<file path="src/source/px_ss_config.svh">
`ifndef PX_SS_CONFIG_SVH
`define PX_SS_CONFIG_SVH

// ====================
// Stream
// ====================

`define PX_DATA_W  24 // Bits of pixel payload per beat

// ====================
// Register port
// ====================

`define CSR_ADDR_W 32 // AXI4-Lite byte address width

`endif

</file>
<file path="src/source/px_ss_pkg.sv">
`include "px_ss_config.svh"

package px_ss_pkg;

  typedef struct packed {
    logic [`PX_DATA_W-1:0] data;
    logic                  sof;
    logic                  eol;
  } px_beat_t;

  typedef struct packed {
    logic [15:0] px_to_skip;
    logic [15:0] px_skip_interval;
    logic [15:0] add_px_skip_interval;
    logic [15:0] ln_to_skip;
    logic [15:0] ln_skip_interval;
    logic [15:0] add_ln_skip_interval;
  } px_ss_cfg_t;

  // Word index of each register above BASE_ADDR
  typedef enum logic [2:0] {
    PS_PX_SKIP_CR         = 3'd0,
    PS_PX_INTERVAL_CR     = 3'd1,
    PS_PX_ADD_INTERVAL_CR = 3'd2,
    PS_LN_SKIP_CR         = 3'd3,
    PS_LN_INTERVAL_CR     = 3'd4,
    PS_LN_ADD_INTERVAL_CR = 3'd5
  } csr_addr_e;

  typedef struct packed {
    logic [`CSR_ADDR_W-1:0] awaddr;
    logic                   awvalid;
    logic [31:0]            wdata;
    logic [3:0]             wstrb;
    logic                   wvalid;
    logic                   bready;
    logic [`CSR_ADDR_W-1:0] araddr;
    logic                   arvalid;
    logic                   rready;
  } axil_req_t;

  typedef struct packed {
    logic        awready;
    logic        wready;
    logic        bvalid;
    logic [1:0]  bresp;
    logic        arready;
    logic        rvalid;
    logic [31:0] rdata;
    logic [1:0]  rresp;
  } axil_rsp_t;

endpackage

</file>
<file path="src/source/px_ss_csr.sv">
`include "px_ss_config.svh"

module px_ss_csr #(
  parameter logic [31:0] BASE_ADDR = 32'h0000_0000
)(
  input  logic                  clk_i,
  input  logic                  rst_i,
  input  px_ss_pkg::axil_req_t  csr_req_i,
  output px_ss_pkg::axil_rsp_t  csr_rsp_o,
  output px_ss_pkg::px_ss_cfg_t cfg_o
);
  import px_ss_pkg::*;

  localparam int REG_CNT = 6;

  logic        aw_hs;
  logic        w_hs;
  logic        ar_hs;
  logic        b_hs;
  logic        r_hs;
  logic        aw_got;
  logic        w_got;
  logic        aw_just;
  logic        w_just;
  logic        backpressure;
  logic        wr_req;
  logic        wr_hit;
  logic        rd_pend;
  logic        bvalid_q;
  logic        rvalid_q;
  logic [31:0] rdata_q;
  logic [31:0] wdata_q;
  logic [3:0]  wstrb_q;
  csr_addr_e   wr_idx;
  csr_addr_e   rd_idx;
  px_ss_cfg_t  cfg_q;

  function automatic logic addr_hit(input logic [`CSR_ADDR_W-1:0] addr);
    logic [`CSR_ADDR_W-1:0] offs;
    offs = addr - `CSR_ADDR_W'(BASE_ADDR);
    return (addr >= `CSR_ADDR_W'(BASE_ADDR)) && (offs[`CSR_ADDR_W-1:2] < REG_CNT);
  endfunction

  function automatic csr_addr_e addr_idx(input logic [`CSR_ADDR_W-1:0] addr);
    logic [`CSR_ADDR_W-1:0] offs;
    offs = addr - `CSR_ADDR_W'(BASE_ADDR);
    return csr_addr_e'(offs[4:2]);
  endfunction

  // Only the two low byte lanes exist in a 16-bit register
  function automatic logic [15:0] merge(input logic [15:0] old, input logic [31:0] data,
                                        input logic [3:0] strb);
    logic [15:0] res;
    res = old;
    if (strb[0])
      res[7:0] = data[7:0];
    if (strb[1])
      res[15:8] = data[15:8];
    return res;
  endfunction

  assign aw_hs        = csr_req_i.awvalid && csr_rsp_o.awready;
  assign w_hs         = csr_req_i.wvalid && csr_rsp_o.wready;
  assign ar_hs        = csr_req_i.arvalid && csr_rsp_o.arready;
  assign b_hs         = bvalid_q && csr_req_i.bready;
  assign r_hs         = rvalid_q && csr_req_i.rready;
  assign backpressure = aw_just ^ w_just; // One phase arrived without the other
  assign wr_req       = aw_got && w_got;

  // ====================
  // Write path
  // ====================

  always_ff @(posedge clk_i, posedge rst_i)
    if (rst_i)
    begin
      aw_got  <= 1'b0;
      w_got   <= 1'b0;
      aw_just <= 1'b0;
      w_just  <= 1'b0;
    end
    else
    begin
      aw_just <= aw_hs;
      w_just  <= w_hs;
      if (wr_req)
      begin
        aw_got <= 1'b0;
        w_got  <= 1'b0;
      end
      else
      begin
        if (aw_hs)
          aw_got <= 1'b1;
        if (w_hs)
          w_got <= 1'b1;
      end
    end

  always_ff @(posedge clk_i)
  begin
    if (aw_hs)
    begin
      wr_hit <= addr_hit(csr_req_i.awaddr);
      wr_idx <= addr_idx(csr_req_i.awaddr);
    end
    if (w_hs)
    begin
      wdata_q <= csr_req_i.wdata;
      wstrb_q <= csr_req_i.wstrb;
    end
    if (ar_hs)
      rd_idx <= addr_idx(csr_req_i.araddr);
  end

  always_ff @(posedge clk_i, posedge rst_i)
    if (rst_i)
      cfg_q <= '0; // All zero means pass-through
    else if (wr_req && wr_hit)
      case (wr_idx)
        PS_PX_SKIP_CR:
          cfg_q.px_to_skip <= merge(cfg_q.px_to_skip, wdata_q, wstrb_q);
        PS_PX_INTERVAL_CR:
          cfg_q.px_skip_interval <= merge(cfg_q.px_skip_interval, wdata_q, wstrb_q);
        PS_PX_ADD_INTERVAL_CR:
          cfg_q.add_px_skip_interval <= merge(cfg_q.add_px_skip_interval, wdata_q, wstrb_q);
        PS_LN_SKIP_CR:
          cfg_q.ln_to_skip <= merge(cfg_q.ln_to_skip, wdata_q, wstrb_q);
        PS_LN_INTERVAL_CR:
          cfg_q.ln_skip_interval <= merge(cfg_q.ln_skip_interval, wdata_q, wstrb_q);
        PS_LN_ADD_INTERVAL_CR:
          cfg_q.add_ln_skip_interval <= merge(cfg_q.add_ln_skip_interval, wdata_q, wstrb_q);
        default: ;
      endcase

  always_ff @(posedge clk_i, posedge rst_i)
    if (rst_i)
      bvalid_q <= 1'b0;
    else if (wr_req && wr_hit)
      bvalid_q <= 1'b1;
    else if (b_hs)
      bvalid_q <= 1'b0;

  // ====================
  // Read path
  // ====================

  always_ff @(posedge clk_i, posedge rst_i)
    if (rst_i)
    begin
      rd_pend  <= 1'b0;
      rvalid_q <= 1'b0;
    end
    else
    begin
      rd_pend <= ar_hs && addr_hit(csr_req_i.araddr); // Misses never answer
      if (rd_pend)
        rvalid_q <= 1'b1;
      else if (r_hs)
        rvalid_q <= 1'b0;
    end

  always_ff @(posedge clk_i)
    if (rd_pend)
      case (rd_idx)
        PS_PX_SKIP_CR:         rdata_q <= 32'(cfg_q.px_to_skip);
        PS_PX_INTERVAL_CR:     rdata_q <= 32'(cfg_q.px_skip_interval);
        PS_PX_ADD_INTERVAL_CR: rdata_q <= 32'(cfg_q.add_px_skip_interval);
        PS_LN_SKIP_CR:         rdata_q <= 32'(cfg_q.ln_to_skip);
        PS_LN_INTERVAL_CR:     rdata_q <= 32'(cfg_q.ln_skip_interval);
        PS_LN_ADD_INTERVAL_CR: rdata_q <= 32'(cfg_q.add_ln_skip_interval);
        default:               rdata_q <= 32'd0;
      endcase

  always_comb
  begin
    csr_rsp_o         = '0;
    csr_rsp_o.awready = !backpressure && !aw_got;
    csr_rsp_o.wready  = !backpressure && !w_got;
    csr_rsp_o.bvalid  = bvalid_q;
    csr_rsp_o.bresp   = 2'b00;
    csr_rsp_o.arready = 1'b1;
    csr_rsp_o.rvalid  = rvalid_q;
    csr_rsp_o.rdata   = rdata_q;
    csr_rsp_o.rresp   = 2'b00;
  end

  assign cfg_o = cfg_q;

endmodule

</file>
<file path="src/source/px_ss_in.sv">
module px_ss_in (
  input  logic                clk_i,
  input  logic                rst_i,
  input  px_ss_pkg::px_beat_t in_beat_i,
  input  logic                in_valid_i,
  output logic                in_ready_o,
  output px_ss_pkg::px_beat_t beat_o,
  output logic                valid_o,
  input  logic                ready_i
);
  import px_ss_pkg::*;

  px_beat_t main_q;
  px_beat_t skid_q;
  logic     main_valid;
  logic     skid_valid;
  logic     main_free;

  assign main_free = !main_valid || ready_i; // Main slot empties or moves on this cycle

  always_ff @(posedge clk_i, posedge rst_i)
    if (rst_i)
    begin
      main_valid <= 1'b0;
      skid_valid <= 1'b0;
    end
    else if (main_free)
    begin
      main_valid <= skid_valid || in_valid_i;
      skid_valid <= 1'b0;
    end
    else if (in_valid_i && !skid_valid)
      skid_valid <= 1'b1; // Stalled output, park the incoming beat

  always_ff @(posedge clk_i)
  begin
    if (main_free)
      main_q <= skid_valid ? skid_q : in_beat_i;
    if (!main_free && !skid_valid)
      skid_q <= in_beat_i;
  end

  // Ready comes straight from a flop so the source never sees later logic
  assign in_ready_o = !skid_valid;
  assign beat_o     = main_q;
  assign valid_o    = main_valid;

endmodule

</file>
<file path="src/source/px_ss_out.sv">
module px_ss_out (
  input  logic                clk_i,
  input  logic                rst_i,
  input  px_ss_pkg::px_beat_t beat_i,
  input  logic                keep_i,
  input  logic                valid_i,
  output logic                ready_o,
  output px_ss_pkg::px_beat_t out_beat_o,
  output logic                out_valid_o,
  input  logic                out_ready_i
);
  import px_ss_pkg::*;

  typedef enum logic [1:0] {
    ST_EMPTY,
    ST_HOLD,
    ST_FLUSH // Held pixel closes a line and still has to go out
  } state_e;

  state_e   state_q;
  state_e   state_d;
  px_beat_t held_q;
  px_beat_t out_q;
  px_beat_t emit_beat;
  logic     out_valid_q;
  logic     sof_pend_q;
  logic     sof_eff;
  logic     out_free;
  logic     xfer;
  logic     emit;
  logic     load;

  assign out_free = !out_valid_q || out_ready_i;
  assign ready_o  = out_free && (state_q != ST_FLUSH);
  assign xfer     = valid_i && ready_o;
  assign sof_eff  = sof_pend_q || beat_i.sof; // Frame start carried over dropped beats

  always_comb
  begin
    state_d   = state_q;
    emit      = 1'b0;
    emit_beat = held_q;
    load      = 1'b0;
    case (state_q)
      ST_EMPTY:
        if (xfer && keep_i)
        begin
          if (beat_i.eol)
          begin
            emit      = 1'b1;
            emit_beat = '{data: beat_i.data, sof: sof_eff, eol: 1'b1};
          end
          else
          begin
            load    = 1'b1;
            state_d = ST_HOLD;
          end
        end
      ST_HOLD:
        if (xfer && keep_i)
        begin
          emit    = 1'b1;
          load    = 1'b1;
          state_d = beat_i.eol ? ST_FLUSH : ST_HOLD;
        end
        else if (xfer && beat_i.eol)
        begin
          emit          = 1'b1;
          emit_beat.eol = 1'b1;
          state_d       = ST_EMPTY;
        end
      ST_FLUSH:
        if (out_free)
        begin
          emit    = 1'b1;
          state_d = ST_EMPTY;
        end
      default: state_d = ST_EMPTY;
    endcase
  end

  always_ff @(posedge clk_i, posedge rst_i)
    if (rst_i)
    begin
      state_q     <= ST_EMPTY;
      out_valid_q <= 1'b0;
      sof_pend_q  <= 1'b0;
    end
    else
    begin
      state_q <= state_d;
      if (emit)
        out_valid_q <= 1'b1;
      else if (out_ready_i)
        out_valid_q <= 1'b0;
      if (xfer)
        sof_pend_q <= keep_i ? 1'b0 : sof_eff;
    end

  always_ff @(posedge clk_i)
  begin
    if (emit)
      out_q <= emit_beat;
    if (load)
      held_q <= '{data: beat_i.data, sof: sof_eff, eol: beat_i.eol};
  end

  assign out_beat_o  = out_q;
  assign out_valid_o = out_valid_q;

endmodule

</file>
<file path="src/source/px_ss_skip.sv">
module px_ss_skip (
  input  logic                  clk_i,
  input  logic                  rst_i,
  input  px_ss_pkg::px_ss_cfg_t cfg_i,
  input  px_ss_pkg::px_beat_t   beat_i,
  input  logic                  valid_i,
  output logic                  ready_o,
  output px_ss_pkg::px_beat_t   beat_o,
  output logic                  keep_o,
  output logic                  valid_o,
  input  logic                  ready_i
);
  import px_ss_pkg::*;

  typedef struct packed {
    logic [15:0] pos; // Position inside the current period
    logic [15:0] per; // Period number modulo the add interval
  } cnt_t;

  cnt_t px_q;
  cnt_t ln_q;
  cnt_t px_cur;
  cnt_t ln_cur;
  logic xfer;
  logic px_drop;
  logic ln_drop;

  function automatic cnt_t advance(input cnt_t c, input logic [15:0] iv,
                                   input logic [15:0] add);
    cnt_t n;
    logic long_per;
    logic last;
    long_per = (add != 16'd0) && (c.per >= add - 16'd1);
    last     = long_per ? (c.pos >= iv) : (c.pos >= iv - 16'd1);
    n.pos    = last ? 16'd0 : c.pos + 16'd1;
    if (!last)
      n.per = c.per;
    else if (add == 16'd0 || long_per)
      n.per = 16'd0;
    else
      n.per = c.per + 16'd1;
    return n;
  endfunction

  function automatic logic in_window(input cnt_t c, input logic [15:0] skip,
                                     input logic [15:0] iv);
    return (iv != 16'd0) && (c.pos < skip);
  endfunction

  // A start of frame is also the start of line 0 and pixel 0
  assign px_cur  = beat_i.sof ? '0 : px_q;
  assign ln_cur  = beat_i.sof ? '0 : ln_q;
  assign px_drop = in_window(px_cur, cfg_i.px_to_skip, cfg_i.px_skip_interval);
  assign ln_drop = in_window(ln_cur, cfg_i.ln_to_skip, cfg_i.ln_skip_interval);
  assign xfer    = valid_i && ready_i;

  always_ff @(posedge clk_i, posedge rst_i)
    if (rst_i)
    begin
      px_q <= '0;
      ln_q <= '0;
    end
    else if (xfer)
    begin
      if (beat_i.eol)
      begin
        px_q <= '0;
        ln_q <= advance(ln_cur, cfg_i.ln_skip_interval, cfg_i.add_ln_skip_interval);
      end
      else
      begin
        px_q <= advance(px_cur, cfg_i.px_skip_interval, cfg_i.add_px_skip_interval);
        ln_q <= ln_cur;
      end
    end

  assign keep_o  = !(px_drop || ln_drop);
  assign beat_o  = beat_i;
  assign valid_o = valid_i;
  assign ready_o = ready_i;

endmodule

</file>
<file path="src/source/px_ss_top.sv">
module px_ss_top #(
  parameter logic [31:0] BASE_ADDR = 32'h0000_0000
)(
  input  logic                 clk_i,
  input  logic                 rst_i,
  input  px_ss_pkg::axil_req_t csr_req_i,
  output px_ss_pkg::axil_rsp_t csr_rsp_o,
  input  px_ss_pkg::px_beat_t  in_beat_i,
  input  logic                 in_valid_i,
  output logic                 in_ready_o,
  output px_ss_pkg::px_beat_t  out_beat_o,
  output logic                 out_valid_o,
  input  logic                 out_ready_i
);
  import px_ss_pkg::*;

  px_ss_cfg_t cfg;
  px_beat_t   in_beat;
  px_beat_t   skip_beat;
  logic       in_valid;
  logic       in_ready;
  logic       skip_valid;
  logic       skip_ready;
  logic       skip_keep;

  px_ss_csr #(
    .BASE_ADDR ( BASE_ADDR )
  ) i_px_ss_csr (
    .clk_i     ( clk_i     ),
    .rst_i     ( rst_i     ),
    .csr_req_i ( csr_req_i ),
    .csr_rsp_o ( csr_rsp_o ),
    .cfg_o     ( cfg       )
  );

  px_ss_in i_px_ss_in (
    .clk_i      ( clk_i      ),
    .rst_i      ( rst_i      ),
    .in_beat_i  ( in_beat_i  ),
    .in_valid_i ( in_valid_i ),
    .in_ready_o ( in_ready_o ),
    .beat_o     ( in_beat    ),
    .valid_o    ( in_valid   ),
    .ready_i    ( in_ready   )
  );

  px_ss_skip i_px_ss_skip (
    .clk_i   ( clk_i      ),
    .rst_i   ( rst_i      ),
    .cfg_i   ( cfg        ),
    .beat_i  ( in_beat    ),
    .valid_i ( in_valid   ),
    .ready_o ( in_ready   ),
    .beat_o  ( skip_beat  ),
    .keep_o  ( skip_keep  ),
    .valid_o ( skip_valid ),
    .ready_i ( skip_ready )
  );

  px_ss_out i_px_ss_out (
    .clk_i       ( clk_i       ),
    .rst_i       ( rst_i       ),
    .beat_i      ( skip_beat   ),
    .keep_i      ( skip_keep   ),
    .valid_i     ( skip_valid  ),
    .ready_o     ( skip_ready  ),
    .out_beat_o  ( out_beat_o  ),
    .out_valid_o ( out_valid_o ),
    .out_ready_i ( out_ready_i )
  );

endmodule

</file>
<file path="config.mk">
export PLATFORM = sky130hd
export DESIGN_NAME = px_ss_top
export DESIGN_NICKNAME = d
export VERILOG_FILES = /design/src/source/px_ss_pkg.sv /design/src/source/px_ss_csr.sv /design/src/source/px_ss_in.sv /design/src/source/px_ss_out.sv /design/src/source/px_ss_skip.sv /design/src/source/px_ss_top.sv
export VERILOG_INCLUDE_DIRS = /design/src /design/src/source
export SDC_FILE = /design/constraint.sdc
export NUM_CORES = 1
export LEC_CHECK = 0
export BUFFER_PORTS_ARGS = -buffer_cell sky130_fd_sc_hd__buf_4
export CORE_MARGIN = 2
export CORE_UTILIZATION = 61
export CTS_BUF_LIST = sky130_fd_sc_hd__clkbuf_8
export DETAILED_ROUTE_END_ITERATION = 12
export GPL_TIMING_DRIVEN = 0
export PLACE_DENSITY = 0.82
export REMOVE_ABC_BUFFERS = 1
export SKIP_LAST_GASP = 1
export SLEW_MARGIN = 10
export SYNTH_ARGS = -nofsm -noshare
export SYNTH_HDL_FRONTEND = slang
export SYNTH_SLANG_ARGS = --single-unit
</file>
<file path="constraint.sdc">
create_clock -name clk_i -period 7.2 [get_ports clk_i]
set_input_delay 0.36 -clock clk_i [delete_from_list [all_inputs] [get_ports clk_i]]
set_output_delay 0.36 -clock clk_i [all_outputs]
set_load 0.05 [all_outputs]
</file>
# After elaboration in Yosys (flattened, before gate mapping)
# Index checks and enable logic that the tools add are counted.
# word_totals
register_bits	334
input_bits	135
elab_cells	198
# op_classes
n_addsub	8
order_cmp	12
eq_ne	17
n_mux	50
bitwise_logic	1
n_reduce_logical	64
# op_table
cell	count
2-to-1 mux 32 bit	4
greater-or-equal comparator 16 bit	6
2-to-1 mux 16 bit	6
one-hot mux 16 bit (6 select lines)	1
2-to-1 mux 26 bit	3
adder 16 x 1 -> 16 bit, second input constant	4
greater-or-equal comparator 32 x 1 -> 1 bit, second input constant	2
nonzero test 16 bit	4
subtractor 16 x 1 -> 16 bit, second input constant	4
less-than comparator 30 x 3 -> 1 bit, second input constant	2
AND reduction 3 bit	12
zero test 16 bit	2
less-than comparator 16 bit	2
2-to-1 mux 1 bit	25
2-to-1 mux 25 bit	1
logical AND 1 bit	21
equality test 3 x 2 -> 1 bit, second input constant	4
equality test 3 bit, second input constant	4
2-to-1 mux 2 bit	6
nonzero test 2 bit	6
zero test 1 bit	8
logical OR 1 bit	7
equality test 3 x 1 -> 1 bit, second input constant	2
zero test 3 bit	2
11 further kinds	14

# Logic depth before layout (Yosys ltp)
# logic_depth
ltp_word	9
ltp_mapped	17
ltp_nobuf	15

# Hierarchy
# A second synthesis with hierarchy kept.
# unflattened
hier_cells	1670
area_unflattened_um2	18692.9
# modules_own_cells
mod	instances	cells_each	area_per_inst_um2	seq_area_each_um2
px_ss_skip	1	1044	8254.2	1601.5
px_ss_csr	1	426	6297.3	3808.7
px_ss_out	1	110	2154.6	1661.6
px_ss_in	1	90	1986.9	1611.5

# Worst setup path before layout
# OpenSTA, ideal clock, no wires.
# synth_timing
path_type	register to register
start	register i_px_ss_in.main_q, in the netlist i_px_ss_in.beat_o[1]
end	register i_px_ss_out.held_q[0] (netlist name) (enable)
arrival_ns	5.084
required_time_ns	6.751
setup_slack_ns	1.667
path_stages_with_launch	15
n_path_buf	5
period_less_slack_ns	5.533
cell_sequence	edfxtp_1 clkbuf_1 clkbuf_1 clkbuf_1 clkbuf_1 clkbuf_1 nor2b_1 ha_1 a21boi_0 o21ai_0 a211oi_1 o21ai_0 a32oi_1 nand2_1 a211oi_1
# synth_via
elab_chain_cells	8
# synth_rtl
element	line	rtl
start: declaration	px_ss_in.sv:13	px_beat_t main_q;
start signal: assignment	px_ss_in.sv:38	main_q <= skid_valid ? skid_q : in_beat_i;
2-to-1 mux 32 bit (on tied branches)	px_ss_skip.sv:51, px_ss_skip.sv:52	
less-than comparator 16 bit	px_ss_skip.sv:47	return (iv != 16'd0) && (c.pos < skip);
logical AND 1 bit	px_ss_skip.sv:47	
logical OR 1 bit (*)	px_ss_skip.sv:77	assign keep_o = !(px_drop || ln_drop);
zero test 1 bit (*)	px_ss_skip.sv:77	
logical AND 1 bit (*)	px_ss_out.sv:46, px_ss_out.sv:60	
2-to-1 mux 1 bit (on tied branches)	px_ss_out.sv:60, px_ss_out.sv:46	
one-hot mux 1 bit (2 select lines) (*)	px_ss_out.sv:44	case (state_q)
named net i_px_ss_out.load	px_ss_out.sv:31	logic load;
end signal: assignment	px_ss_out.sv:105	held_q <= '{data: beat_i.data, sof: sof_eff, eol: beat_i.eol};
end: declaration	px_ss_out.sv:22	px_beat_t held_q;
# The timed path passes the listed nets; every way through them passes the cells marked *.
# A chain may end at the register's enable or synchronous reset.

# Worst setup path in the final report
# layout_timing
start	register i_px_ss_in.main_q, in the netlist i_px_ss_in.beat_o[1]
end	register i_px_ss_skip.px_q[29] (netlist name)
# layout_via
elab_chain_cells	6
# layout_rtl
element	line	rtl
2-to-1 mux 32 bit (*)	px_ss_skip.sv:51	assign px_cur = beat_i.sof ? '0 : px_q;
greater-or-equal comparator 16 bit	px_ss_skip.sv:33	long_per = (add != 16'd0) && (c.per >= add - 16'd1);
logical AND 1 bit	px_ss_skip.sv:33	
2-to-1 mux 1 bit	px_ss_skip.sv:34	last = long_per ? (c.pos >= iv) : (c.pos >= iv - 16'd1);
2-to-1 mux 16 bit (*)	px_ss_skip.sv:35	n.pos = last ? 16'd0 : c.pos + 16'd1;
2-to-1 mux 32 bit (*)	px_ss_skip.sv:65	if (beat_i.eol)
end signal: assignment	px_ss_skip.sv:72	px_q <= advance(px_cur, cfg_i.px_skip_interval, cfg_i.add_px_skip_interval);
end: declaration	px_ss_skip.sv:20	cnt_t px_q;
# Every way passes the cells marked *; elsewhere a longest branch is shown, timed or not.

==> metrics.txt <==
largest net degree at the start of global routing=90; Clock Tree Buf Depth=3; row count=63; Final period util=0.766; max-cap viol count=0; Final Hold Viols=0; IO Count=~200; initial antenna violation count=0; CP max-delay cell=edfxtp_1; WL final=~51 mm; critical path required time=roughly 7700 ps; syn_area_per_cell=about 11 sq um; layout cells sized above 1=0.192; die area=about 32000 sq um; met1 WL=19.6 mm; Worst Setup End Kind=flip-flop; ys flop type=dfrtp_1; layout net count=~2200; DPL Wire Length=34.6 mm; Antenna diodes=0; HP Class=primary input to flip-flop; grt total ovfl=0; GRT Util Overall=0.321; P_int=around 5.4 mW; first-pass GRT wire length=around 80 mm; # setup viols final=0; Setup Buffers After CTS=0; RSZ-0062 raised after global routing=false; status=finished, final reports clean; CTS Sinks=about 320; final weighted congestion in routability-driven placement=0.893; commonest non-fill, non-tap cell in the layout=nand2_1; clock tree root buffer cell=clkbuf_8; CP max FO=24; CTS tree=done; P per Cell Area=roughly 450 nW/um^2; Core Footprint=29600 sq um; Clock Skews=38.4 ps; Hold Crit Depth=4; ANT nets after route=0; post-route DRC violation count=0; Switching Share=0.444; dpl ws=1840 ps; most frequent cells in the layout=202 x nand2_1, 172 x dfrtp_1, 161 x buf_4; Yosys reg bits=roughly 320; Highest Signal Layer=met4; Layout area overhead=17.8%; Psw=4.32 mW; vias in the first global route=~15000; family with the most delay on the worst path=simple AND/OR/NAND/NOR gates; die width=roughly 180 um; DR pass1 iterations=6; Vias per Instance=about 6.3; P_leak=around 9.3 nW; Cell Chain, Critical Path=buf_16, clkinv_1, nand2_1, inv_1, ha_1, a211oi_1, nor2_1, o41ai_1, o21ai_0, nand2_1, mux2i_4, nand2_1, o31ai_1; Rel. slew slack=0.161; f_max=0.181 GHz; post-layout min period=5520 ps; r2r worst-path depth=13; Worst path depth=13; Worst-Skew Late Latency=roughly 600 ps; crit start category=flip-flop; library cells used by synthesis=78; Async SR Flop Fraction=0.544; Yosys warning count=0; clock-pin slew on the worst setup and hold paths=roughly 80 ps; Slew @ Worst Pin=roughly 1300 ps; worst hold margin=30.0 ps; Synth Instances=1744; CP Class=flip-flop to flip-flop; worst path bufs/invs=3; initial drt markers=roughly 1400; Post-synth EDFFs=between 100 and 150; Die Height=approximately 180 um; Largest stage delay, worst path=between 800 and 900 ps; Wirelength per Cell=approximately 21 um; VDD IR-drop max=between 0.2 and 0.25 mV; Fillers=1973; Gate power share=0.503; Clock power frac=0.170; met2 WL=~25 mm; design area=roughly 22000 sq um; total number of H-tree levels=2; routed wl met3=about 3.7 mm; synthesized cell area=18400 sq um; Seq/Total Area, Yosys=0.473; Initial Util=0.620; Arrival @ worst endpoint=~6000 ps; TritonCTS buffer count=52; IO buf count=between 150 and 200; Area after DPL=around 20000 sq um; Final Max Slew Viols=0; most frequent CP cell=nand2_1; DR vias=approximately 15000; sequential share of power=0.327; final setup margin=around 1700 ps
per-layer routing:
metal  vias up  global-route usage
met3       160              0.0497
met5         -                   0
met2       670               0.550
li1       6830                   -
met4         0               0.138
met1      7364               0.403
final cells by class:
class                           instances  area, sq um  area share
Inverter                               99          379      0.0175
Tap cell                              390          488      0.0226
Clock buffer                           55          757      0.0350
Multi-Input combinational cell       1260         9040       0.418
Sequential cell                       318         8680       0.401
Clock inverter                         41          307      0.0142
Timing Repair Buffer                  229         1980      0.0914
cells in the mapped netlist (all sizes together), types with 20 or more instances:
library cell | count | area [sq um]
nand3 | 46 | 230
o21ai | 94 | 470
mux2 | 118 | 1330
and3 | 20 | 125
a21oi | 49 | 245
nand4 | 29 | 181
nor3 | 33 | 165
edfxtp | 145 | 4350
mux2i | 32 | 320
xnor2 | 46 | 403
buf | 33 | 220
clkbuf | 53 | 199
dfrtp | 173 | 4330
nor2b | 59 | 369
nand2 | 203 | 762
nor4 | 31 | 194
ha | 136 | 1700
inv | 98 | 368
nor2 | 87 | 327
path summary, 6_finish.rpt:
kind                                       from                    end  slack [ps]
setup / recovery           i_px_ss_in.beat_o[1]  i_px_ss_skip.px_q[29]        1680
hold / removal                    csr_req_i[10]    i_px_ss_csr.rd_pend          30
setup reg to reg           i_px_ss_in.beat_o[1]  i_px_ss_skip.px_q[29]        1680
hold reg to reg            i_px_ss_in.beat_o[3]  i_px_ss_out.held_q[3]         440
max in group asynchronous                 rst_i  i_px_ss_skip.px_q[15]        5850
min in group asynchronous                 rst_i  i_px_ss_skip.ln_q[23]         430
worst reg2reg max path: stages (launching register included):
cell and delay (ps):
edfxtp_1 810, buf_16 240, clkinv_1 720, nand2_1 530, inv_1 80, ha_1 310, a211oi_1 260, nor2_1 90
o41ai_1 380, o21ai_0 240, nand2_1 200, mux2i_4 720, nand2_1 450, o31ai_1 360
stage by stage:
stage               TNS, ps   util  std cells  total power [mW]
CTS                       0  0.730       2392              9.60
detailed placement        0  0.675       2242              7.94
finish                    0  0.730       2392              9.73
global placement    -222590  0.665       2227              7.58
floorplan                 0      -       1677              6.44
global route              0  0.730       2392              10.4
flip-flops by register name, indices dropped and copies added, names as in the netlist, 2 cells and up:
| name | cells |
|---|---|
| i_px_ss_skip.px_q | 32 |
| i_px_ss_csr.rd_idx | 3 |
| i_px_ss_csr.rdata_q | 16 |
| i_px_ss_in.beat_o | 26 |
| i_px_ss_csr.wr_idx | 3 |
| i_px_ss_csr.wstrb_q | 2 |
| i_px_ss_skip.ln_q | 32 |
| i_px_ss_out.held_q | 26 |
| i_px_ss_in.skid_q | 26 |
| i_px_ss_out.out_beat_o | 26 |
| i_px_ss_csr.cfg_o | 96 |
| i_px_ss_out.state_q | 2 |
| i_px_ss_csr.wdata_q | 16 |
power by group through the flow:
stage               Clock (mW)  Sequential, mW  Combinational (mW)
finish                    1.65            3.19                4.89
global route              1.73            3.23                5.41
CTS                       1.63            3.13                4.83
detailed placement           0            3.16                4.78
global placement             0            3.17                4.41
floorplan                    0            3.24                3.20
cell families after synthesis:
logic type	Yosys count	synth area share
AND/OR/NAND/NOR	590	0.161
flip-flops	318	0.473
AO/OA/AOI/OAI	305	0.111
buffers and inverters	185	0.0431
multiplexers	153	0.0935
adder cells (fa/ha/maj)	136	0.0926
XOR/XNOR	55	0.0262
other	2	0.000409
timing repair:
item,in CTS,in global routing
hold endpoints to repair,140,0
gates resized for setup,0,0
hold buffers,54,0
Power figures use the tool's default switching activity.
